<file path="config.mk">
export PLATFORM = sky130hd
export DESIGN_NAME = u1_core
export DESIGN_NICKNAME = d
export VERILOG_FILES = /design/src/hw/u1_pkg.sv /design/src/hw/misc_regs.sv /design/src/hw/settings_bridge.sv /design/src/hw/u1_core.sv /design/src/hw/vita_timer.sv /design/src/hw/wb_decoder.sv
export VERILOG_INCLUDE_DIRS = /design/src /design/src/include
export SDC_FILE = /design/constraint.sdc
export NUM_CORES = 1
export LEC_CHECK = 0
export BUFFER_PORTS_ARGS = -buffer_cell sky130_fd_sc_hd__buf_4
export CAP_MARGIN = 10
export CORE_MARGIN = 8
export CORE_UTILIZATION = 30
export DETAILED_ROUTE_END_ITERATION = 16
export GPL_TIMING_DRIVEN = 0
export PLACE_DENSITY_LB_ADDON = 0.05
export SLEW_MARGIN = 20
export SYNTH_ARGS = -nofsm -noshare
export SYNTH_HDL_FRONTEND = slang
export SYNTH_HIERARCHICAL = 1
export SYNTH_SLANG_ARGS = --single-unit
</file>
<file path="constraint.sdc">
create_clock -name wb_clk -period 6.5 [get_ports wb_clk]
set_input_delay 1.3 -clock wb_clk [delete_from_list [all_inputs] [get_ports wb_clk]]
set_output_delay 1.3 -clock wb_clk [all_outputs]
set_load 0.05 [all_outputs]
</file>
<file path="src/include/u1_consts.svh">
// widths, bus slots, misc register offsets and reset values
// settings addresses and timer constants for the control plane
`ifndef U1_CONSTS_SVH
`define U1_CONSTS_SVH

// wishbone bus geometry
`define U1_DW             16
`define U1_AW             11
`define U1_SW             2

// slot select from byte address bits 10..7
`define U1_SLOT_LSB       7
`define U1_SLOT_MISC      4'd0
`define U1_SLOT_SETTINGS  4'd5

// misc slave byte offsets
`define U1_REG_LEDS       7'd0
`define U1_REG_CGEN_CTRL  7'd4
`define U1_REG_CGEN_ST    7'd6      // read only
`define U1_REG_TEST       7'd8

`define U1_BAD_READ       16'hBEEF  // unmapped misc offset
`define U1_CGEN_RESET     2'b11

// settings bus
`define U1_SR_TIME64      28        // 3 regs
`define U1_TICKS_PER_SEC  64000000

`endif

</file>
<file path="src/hw/u1_pkg.sv">
// vector typedefs, wishbone request/response structs
// settings bus struct and timer state enum
`include "u1_consts.svh"
`default_nettype none

package u1_pkg;

   typedef logic [`U1_DW-1:0] wb_data_t;
   typedef logic [`U1_AW-1:0] wb_addr_t;
   typedef logic [7:0]        set_addr_t;
   typedef logic [31:0]       set_data_t;
   typedef logic [63:0]       vita_time_t;   // seconds above, ticks below

   // master to slave, 32 bits
   typedef struct packed {
      wb_addr_t          adr;
      wb_data_t          dat;
      logic [`U1_SW-1:0] sel;
      logic              we;
      logic              cyc;
      logic              stb;
   } wb_req_t;

   typedef struct packed {
      wb_data_t dat;
      logic     ack;
   } wb_rsp_t;

   typedef struct packed {
      logic      stb;  // one cycle, no ready
      set_addr_t addr;
      set_data_t data;
   } set_bus_t;

   typedef enum logic {t_run, t_armed} timer_state_t;

endpackage

`default_nettype wire

</file>
<file path="src/hw/misc_regs.sv">
// misc register slave, slot 0
// leds, clock generator control/status and a scratch test register
`timescale 1ns/10ps
`default_nettype none
`include "u1_consts.svh"

module misc_regs
  (
   input  wire                   wb_clk,
   input  wire                   wb_rst,
   input  wire u1_pkg::wb_req_t  req_i,
   output u1_pkg::wb_rsp_t       rsp_o,
   input  wire [2:0]             cgen_st_i,
   output logic [2:0]            leds_o,
   output logic [1:0]            cgen_ctrl_o
  );
   import u1_pkg::*;

   logic [6:0] offset;
   logic       wr_en;
   logic [2:0] reg_leds;
   logic [1:0] reg_cgen_ctrl;
   wb_data_t   reg_test;

   assign offset = req_i.adr[6:0];
   assign wr_en  = req_i.cyc & req_i.stb & req_i.we;

   //////////////////////////////
   // write side

   always_ff @(posedge wb_clk)
   begin
      if (wb_rst)
      begin
         reg_leds      <= '0;
         reg_cgen_ctrl <= `U1_CGEN_RESET;   // sync_b high, ref_sel high
         reg_test      <= '0;
      end
      else if (wr_en)
      begin
         case (offset)
            `U1_REG_LEDS      : reg_leds      <= req_i.dat[2:0];
            `U1_REG_CGEN_CTRL : reg_cgen_ctrl <= req_i.dat[1:0];
            `U1_REG_TEST      : reg_test      <= req_i.dat;
            default           : ;               // status and holes ignore writes
         endcase
      end
   end

   assign leds_o      = reg_leds;
   assign cgen_ctrl_o = reg_cgen_ctrl;

   //////////////////////////////
   // read side

   always_comb
   begin
      case (offset)
         `U1_REG_LEDS      : rsp_o.dat = wb_data_t'(reg_leds);
         `U1_REG_CGEN_CTRL : rsp_o.dat = wb_data_t'(reg_cgen_ctrl);
         `U1_REG_CGEN_ST   : rsp_o.dat = wb_data_t'(cgen_st_i);
         `U1_REG_TEST      : rsp_o.dat = reg_test;
         default           : rsp_o.dat = `U1_BAD_READ;
      endcase
   end

   assign rsp_o.ack = req_i.cyc & req_i.stb;   // zero wait

   a_ack: assert property (@(posedge wb_clk) disable iff (wb_rst)
      rsp_o.ack |-> !$isunknown(rsp_o.dat))
      else $error("misc ack with unknown read data");

endmodule

`default_nettype wire

</file>
<file path="src/hw/settings_bridge.sv">
// settings bridge, slot 5
// pairs two 16-bit writes into one 32-bit settings strobe
`timescale 1ns/10ps
`default_nettype none

module settings_bridge
  (
   input  wire                   wb_clk,
   input  wire                   wb_rst,
   input  wire u1_pkg::wb_req_t  req_i,
   output u1_pkg::wb_rsp_t       rsp_o,
   output u1_pkg::set_bus_t      set_o
  );
   import u1_pkg::*;

   logic      wr_en;
   logic      wr_low;
   logic      wr_high;
   wb_data_t  low_half;
   logic      set_stb;
   set_addr_t set_addr;
   set_data_t set_data;

   assign wr_en   = req_i.cyc & req_i.stb & req_i.we;
   assign wr_low  = wr_en & ~req_i.adr[1];
   assign wr_high = wr_en & req_i.adr[1];    // completes the word

   // payload
   always_ff @(posedge wb_clk)
   begin
      if (wr_low)
         low_half <= req_i.dat;
      if (wr_high)
      begin
         set_addr <= set_addr_t'(req_i.adr[6:2]);
         set_data <= {req_i.dat, low_half};
      end
   end

   always_ff @(posedge wb_clk)
   begin
      if (wb_rst)
         set_stb <= 1'b0;
      else
         set_stb <= wr_high;
   end

   assign set_o = '{stb: set_stb, addr: set_addr, data: set_data};

   assign rsp_o.dat = '0;                      // write only
   assign rsp_o.ack = req_i.cyc & req_i.stb;

   a_strobe_pulse: assert property (@(posedge wb_clk) disable iff (wb_rst)
      set_stb |=> !set_stb)
      else $error("settings strobe held for two cycles");

endmodule

`default_nettype wire

</file>
<file path="src/hw/u1_core.sv">
// control plane top, host wishbone bus to decoder and slaves
// misc registers on slot 0, settings bridge on slot 5 feeding the timer
`timescale 1ns/10ps
`default_nettype none
`include "u1_consts.svh"

module u1_core
  #(parameter int unsigned ticks_per_sec = `U1_TICKS_PER_SEC)
  (
   input  wire                   wb_clk,
   input  wire                   wb_rst,
   input  wire u1_pkg::wb_req_t  wb_req_i,
   output u1_pkg::wb_rsp_t       wb_rsp_o,
   input  wire [2:0]             cgen_st_i,
   input  wire                   pps_i,
   output logic [2:0]            leds_o,
   output logic [1:0]            cgen_ctrl_o,
   output u1_pkg::vita_time_t    vita_time_o,
   output logic                  pps_int_o
  );
   import u1_pkg::*;

   wb_req_t  misc_req, set_req;
   wb_rsp_t  misc_rsp, set_rsp;
   set_bus_t set_bus;

   //////////////////////////////
   // bus intercon

   wb_decoder u_decoder
     (.wb_clk(wb_clk), .wb_rst(wb_rst),
      .m_req_i(wb_req_i), .m_rsp_o(wb_rsp_o),
      .misc_req_o(misc_req), .misc_rsp_i(misc_rsp),
      .set_req_o(set_req), .set_rsp_i(set_rsp));

   misc_regs u_misc
     (.wb_clk(wb_clk), .wb_rst(wb_rst),
      .req_i(misc_req), .rsp_o(misc_rsp),
      .cgen_st_i(cgen_st_i), .leds_o(leds_o), .cgen_ctrl_o(cgen_ctrl_o));

   settings_bridge u_settings
     (.wb_clk(wb_clk), .wb_rst(wb_rst),
      .req_i(set_req), .rsp_o(set_rsp), .set_o(set_bus));

   //////////////////////////////
   // vita timing

   vita_timer #(.base(`U1_SR_TIME64), .ticks_per_sec(ticks_per_sec)) u_timer
     (.wb_clk(wb_clk), .wb_rst(wb_rst), .set_i(set_bus),
      .pps_i(pps_i), .vita_time_o(vita_time_o), .pps_int_o(pps_int_o));

endmodule

`default_nettype wire

</file>
<file path="src/hw/vita_timer.sv">
// 64-bit vita time counter, seconds and ticks
// pps synchronizer, immediate or pps-armed load from the settings bus
`timescale 1ns/10ps
`default_nettype none
`include "u1_consts.svh"

module vita_timer
  #(parameter int          base          = `U1_SR_TIME64,
    parameter int unsigned ticks_per_sec = `U1_TICKS_PER_SEC)
  (
   input  wire                    wb_clk,
   input  wire                    wb_rst,
   input  wire u1_pkg::set_bus_t  set_i,
   input  wire                    pps_i,
   output u1_pkg::vita_time_t     vita_time_o,
   output logic                   pps_int_o
  );
   import u1_pkg::*;

   localparam set_addr_t   a_secs    = set_addr_t'(base);
   localparam set_addr_t   a_ticks   = set_addr_t'(base + 1);
   localparam set_addr_t   a_load    = set_addr_t'(base + 2);
   localparam logic [31:0] tick_last = 32'(ticks_per_sec - 1);

   timer_state_t state;
   set_data_t    pend_secs;
   set_data_t    pend_ticks;
   logic         pps_meta, pps_sync, pps_del;
   logic         pps_edge;
   logic         load_now;
   logic         arm;

   assign load_now = set_i.stb & (set_i.addr == a_load) & (set_i.data != '0);
   assign arm      = set_i.stb & (set_i.addr == a_load) & (set_i.data == '0);
   assign pps_edge = pps_sync & ~pps_del;

   always_ff @(posedge wb_clk)
   begin
      if (set_i.stb && set_i.addr == a_secs)
         pend_secs <= set_i.data;
      if (set_i.stb && set_i.addr == a_ticks)
         pend_ticks <= set_i.data;
   end

   always_ff @(posedge wb_clk)
   begin
      if (wb_rst)
      begin
         {pps_meta, pps_sync, pps_del} <= '0;
         pps_int_o <= 1'b0;
      end
      else
      begin
         pps_meta  <= pps_i;   // async pin
         pps_sync  <= pps_meta;
         pps_del   <= pps_sync;
         pps_int_o <= pps_edge;
      end
   end

   //////////////////////////////
   // counter and load control

   always_ff @(posedge wb_clk)
   begin
      if (wb_rst)
      begin
         vita_time_o <= '0;
         state       <= t_run;
      end
      else if (load_now || (state == t_armed && pps_edge))
      begin
         vita_time_o <= {pend_secs, pend_ticks};
         state       <= t_run;
      end
      else
      begin
         if (arm)
            state <= t_armed;   // wait for next pps
         if (vita_time_o[31:0] == tick_last)
            vita_time_o <= {vita_time_o[63:32] + 32'd1, 32'd0};
         else
            vita_time_o[31:0] <= vita_time_o[31:0] + 32'd1;
      end
   end

   a_tick_range: assert property (@(posedge wb_clk) disable iff (wb_rst)
      vita_time_o[31:0] <= tick_last)
      else $error("ticks out of range");

endmodule

`default_nettype wire

</file>
<file path="src/hw/wb_decoder.sv">
// single master wishbone decoder, sixteen slots on address bits 10..7
// unused slots ack at once with zero data
`timescale 1ns/10ps
`default_nettype none
`include "u1_consts.svh"

module wb_decoder
  (
   input  wire                   wb_clk,
   input  wire                   wb_rst,
   input  wire u1_pkg::wb_req_t  m_req_i,
   output u1_pkg::wb_rsp_t       m_rsp_o,
   output u1_pkg::wb_req_t       misc_req_o,
   input  wire u1_pkg::wb_rsp_t  misc_rsp_i,
   output u1_pkg::wb_req_t       set_req_o,
   input  wire u1_pkg::wb_rsp_t  set_rsp_i
  );
   import u1_pkg::*;

   logic [3:0] slot;
   logic       hit_misc;
   logic       hit_set;

   assign slot     = m_req_i.adr[`U1_AW-1:`U1_SLOT_LSB];
   assign hit_misc = (slot == `U1_SLOT_MISC);
   assign hit_set  = (slot == `U1_SLOT_SETTINGS);

   // request fan-out, only stb is qualified
   always_comb
   begin
      misc_req_o     = m_req_i;
      misc_req_o.stb = m_req_i.stb & hit_misc;
      set_req_o      = m_req_i;
      set_req_o.stb  = m_req_i.stb & hit_set;
   end

   // response mux
   always_comb
   begin
      if (hit_misc)
         m_rsp_o = misc_rsp_i;
      else if (hit_set)
         m_rsp_o = set_rsp_i;
      else
      begin
         m_rsp_o.dat = '0;                          // empty slot
         m_rsp_o.ack = m_req_i.cyc & m_req_i.stb;   // never hang the master
      end
   end

   a_one_slave: assert property (@(posedge wb_clk) disable iff (wb_rst)
      $onehot0({misc_rsp_i.ack, set_rsp_i.ack}))
      else $error("more than one slave acknowledged");

   a_ack_cyc: assert property (@(posedge wb_clk) disable iff (wb_rst)
      m_rsp_o.ack |-> m_req_i.cyc)
      else $error("ack returned outside a bus cycle");

endmodule

`default_nettype wire

</file>
==> results_dict.tcl <==
set metrics [dict create \
    worstSetupPathType "primary input to output port" \
    first_iter_violations 359 \
    power_density_nw_per_um2 252 \
    netlist_area_sq_um 9280 \
    dpl-instance-area_sq_um 10600 \
    drc_errors 0 \
    slew_violations 0 \
    drive_above_1_share_pct 23.0 \
    postLayoutCellArea_sq_um 11500 \
    grt_usage_pct 15.0 \
    critical_path.max_fanout 10 \
    crit_arrival_ns 3.20 \
    cp-end-kind "output port" \
    met1_usage_pct 19.4 \
    path_cells "buf_4, or4_1, buf_2, a21oi_1, nand2_1, a22o_1, buf_4" \
    synthCells 825 \
    post_cts.repair.setup_buffers 0 \
    hpwl_um 20600 \
    fin_crit_sh_pct 69.3 \
    portBuffers 98 \
    setup_viol 0 \
    slew_headroom_pct 35.9 \
    htreeDepth 1 \
    grt_pass1_vias 6683 \
    grt.busiest_layer "met2" \
    core_sq_um 30500 \
    cts.path.max_buffers 3 \
    power_mw 2.89 \
    antenna_found_initial 0 \
    period_needed_ns 4.50 \
    grt_max_degree 39 \
    peakVddDrop_v 0.000165 \
    crit_path_frequent_cell "buf_4" \
    postCtsResizedCells 0 \
    areaGrowthSynthToFinish_pct 23.5 \
    nets 1014 \
    cts_tree "done" \
    grt-ovfl-total 0 \
    fin_worst_skew_ns 0.0162 \
    met3_usage_pct 3.43 \
    initial_core_util_pct 30.4 \
    worstPathRequired_ns 5.20 \
    max_stage_delay_ns 0.55 \
    wl_per_cell_um 20.1 \
    antenna_left 0 \
    via_count 6526 \
    ios 125 \
    whs_ns 0.407 \
    maxCapViolations 0 \
    fp.dieH_um 192 \
    p_leak_nw 4.02 \
    r2r_setup_slack_ns 3.45 \
    cts_made_buffers 25 \
    totalWireLength_um 27900 \
    rows 64 \
    hp-class "register to register" \
    die_area_sq_um 36800 \
    worst_path_max_delay_cell "a21oi_1" \
    hold_violations 0 \
    outcome "finished, final reports clean" \
    clkTransAtPathRegs_ns 0.06 \
    first_pass_iters 4 \
    cts_sinks 208 \
    gr-usage-met2_pct 25.0 \
    grt_pass1_wl_um 42100 \
    fillers 3075 \
    ys_warn_count 6 \
    rsz0062_at_grt "false" \
    fmax_mhz 222 \
    critPathLaunchType "primary input" \
    dieWidth_um 192 \
    avgSynthCellArea_sq_um 11.2 \
    clockRootBuffer "clkbuf_16" \
    routabilityCongestion 0.774 \
    clk_latency_ns 0.52 \
    routed_via_density 4.69 \
    tightest_slew_ns 0.953 \
    cts-hold-fix-buffers 0 \
    final.setup.tns_ns 0 \
]
## registers in the layout, indices dropped and copies added (netlist names)
name	flops
u_settings/set_data	32
u_settings/set_stb	1
u_timer/pps_meta	1
u_misc/reg_test	16
u_timer/pps_del	1
u_settings/low_half	16
u_timer/pend_ticks	32
u_timer/state	1
u_timer/pps_int_o	1
u_timer/vita_time_o	64
u_settings/set_addr	5
u_misc/cgen_ctrl_o	2
u_timer/pend_secs	32
u_timer/pps_sync	1
u_misc/leds_o	3
## layout make-up
type | instances | area [sq um] | area share [%]
well taps | 396 | 495 | 4.33
inverters | 7 | 26.3 | 0.229
plain buffers | 107 | 694 | 6.06
multi-input cells | 521 | 3300 | 28.8
clock inverters | 6 | 83.8 | 0.732
repair buffers | 104 | 785 | 6.85
flip-flops and latches | 208 | 5340 | 46.6
clock buffers | 40 | 733 | 6.40
diodes | 1 | 2.50 | 0.0218
## per-layer routing
layer | part of all wire (%) | vias up
li1 | - | 3227
met1 | 45 | 3081
met2 | 47 | 180
met3 | 6.4 | 38
met4 | 2.2 | 0
met5 | 0 | -
## worst paths after layout
check	startpoint	end	cells after the start
worst max-delay path	wb_req_i[21]	wb_rsp_o[12]	7
worst max register to register	u_timer/vita_time_o[17]	u_timer/vita_time_o[46]	6
worst min register to register	u_timer/pps_del	u_timer/pps_int_o	1
worst min-delay path	u_timer/pps_del	u_timer/pps_int_o	1
## power by group
part	switching, mW	internal, mW
clock	0.533	0.850
sequential	0.00316	1.38
combinational	0.0630	0.0534
## stage by stage
stage / std cells / worst slack [ns] / util [%]
finish: 1390 / 2.00 / 37.5
global route: 1389 / 1.74 / 37.5
global placement: 1337 / 1.30 / 34.7
CTS: 1389 / 1.92 / 37.5
detailed placement: 1343 / 1.94 / 34.9
floorplan: 843 / 1.94 / -
## critical path, delay by kind of cell
kind | cells | cell delay, ns
simple gates | 2 | 0.64
compound gates | 2 | 0.78
buf+inv | 3 | 0.48
## cell usage in the layout (no fill, tap or decap), types with 3 or more instances in the layout
cell type,n
a21oi_1,14
or4_1,4
nor3_1,10
buf_4,172
nand4_1,24
edfxtp_1,117
a211oi_1,47
nor2b_1,9
dfxtp_1,91
mux2i_1,22
a311oi_1,6
clkinv_2,3
nand2b_1,37
inv_1,7
buf_2,3
nor2_1,71
clkbuf_8,3
and3_1,8
xnor2_1,31
or3_1,7
nand3_1,31
o21ai_0,20
and4_1,8
xor2_1,22
a22o_1,16
clkbuf_16,26
o211ai_1,3
nor4_2,3
and2_1,10
buf_6,5
clkbuf_1,41
nor4_1,23
nand2_1,51
conb_1,19
nor4_4,3
No activity file was read; power rests on OpenSTA's default activity.
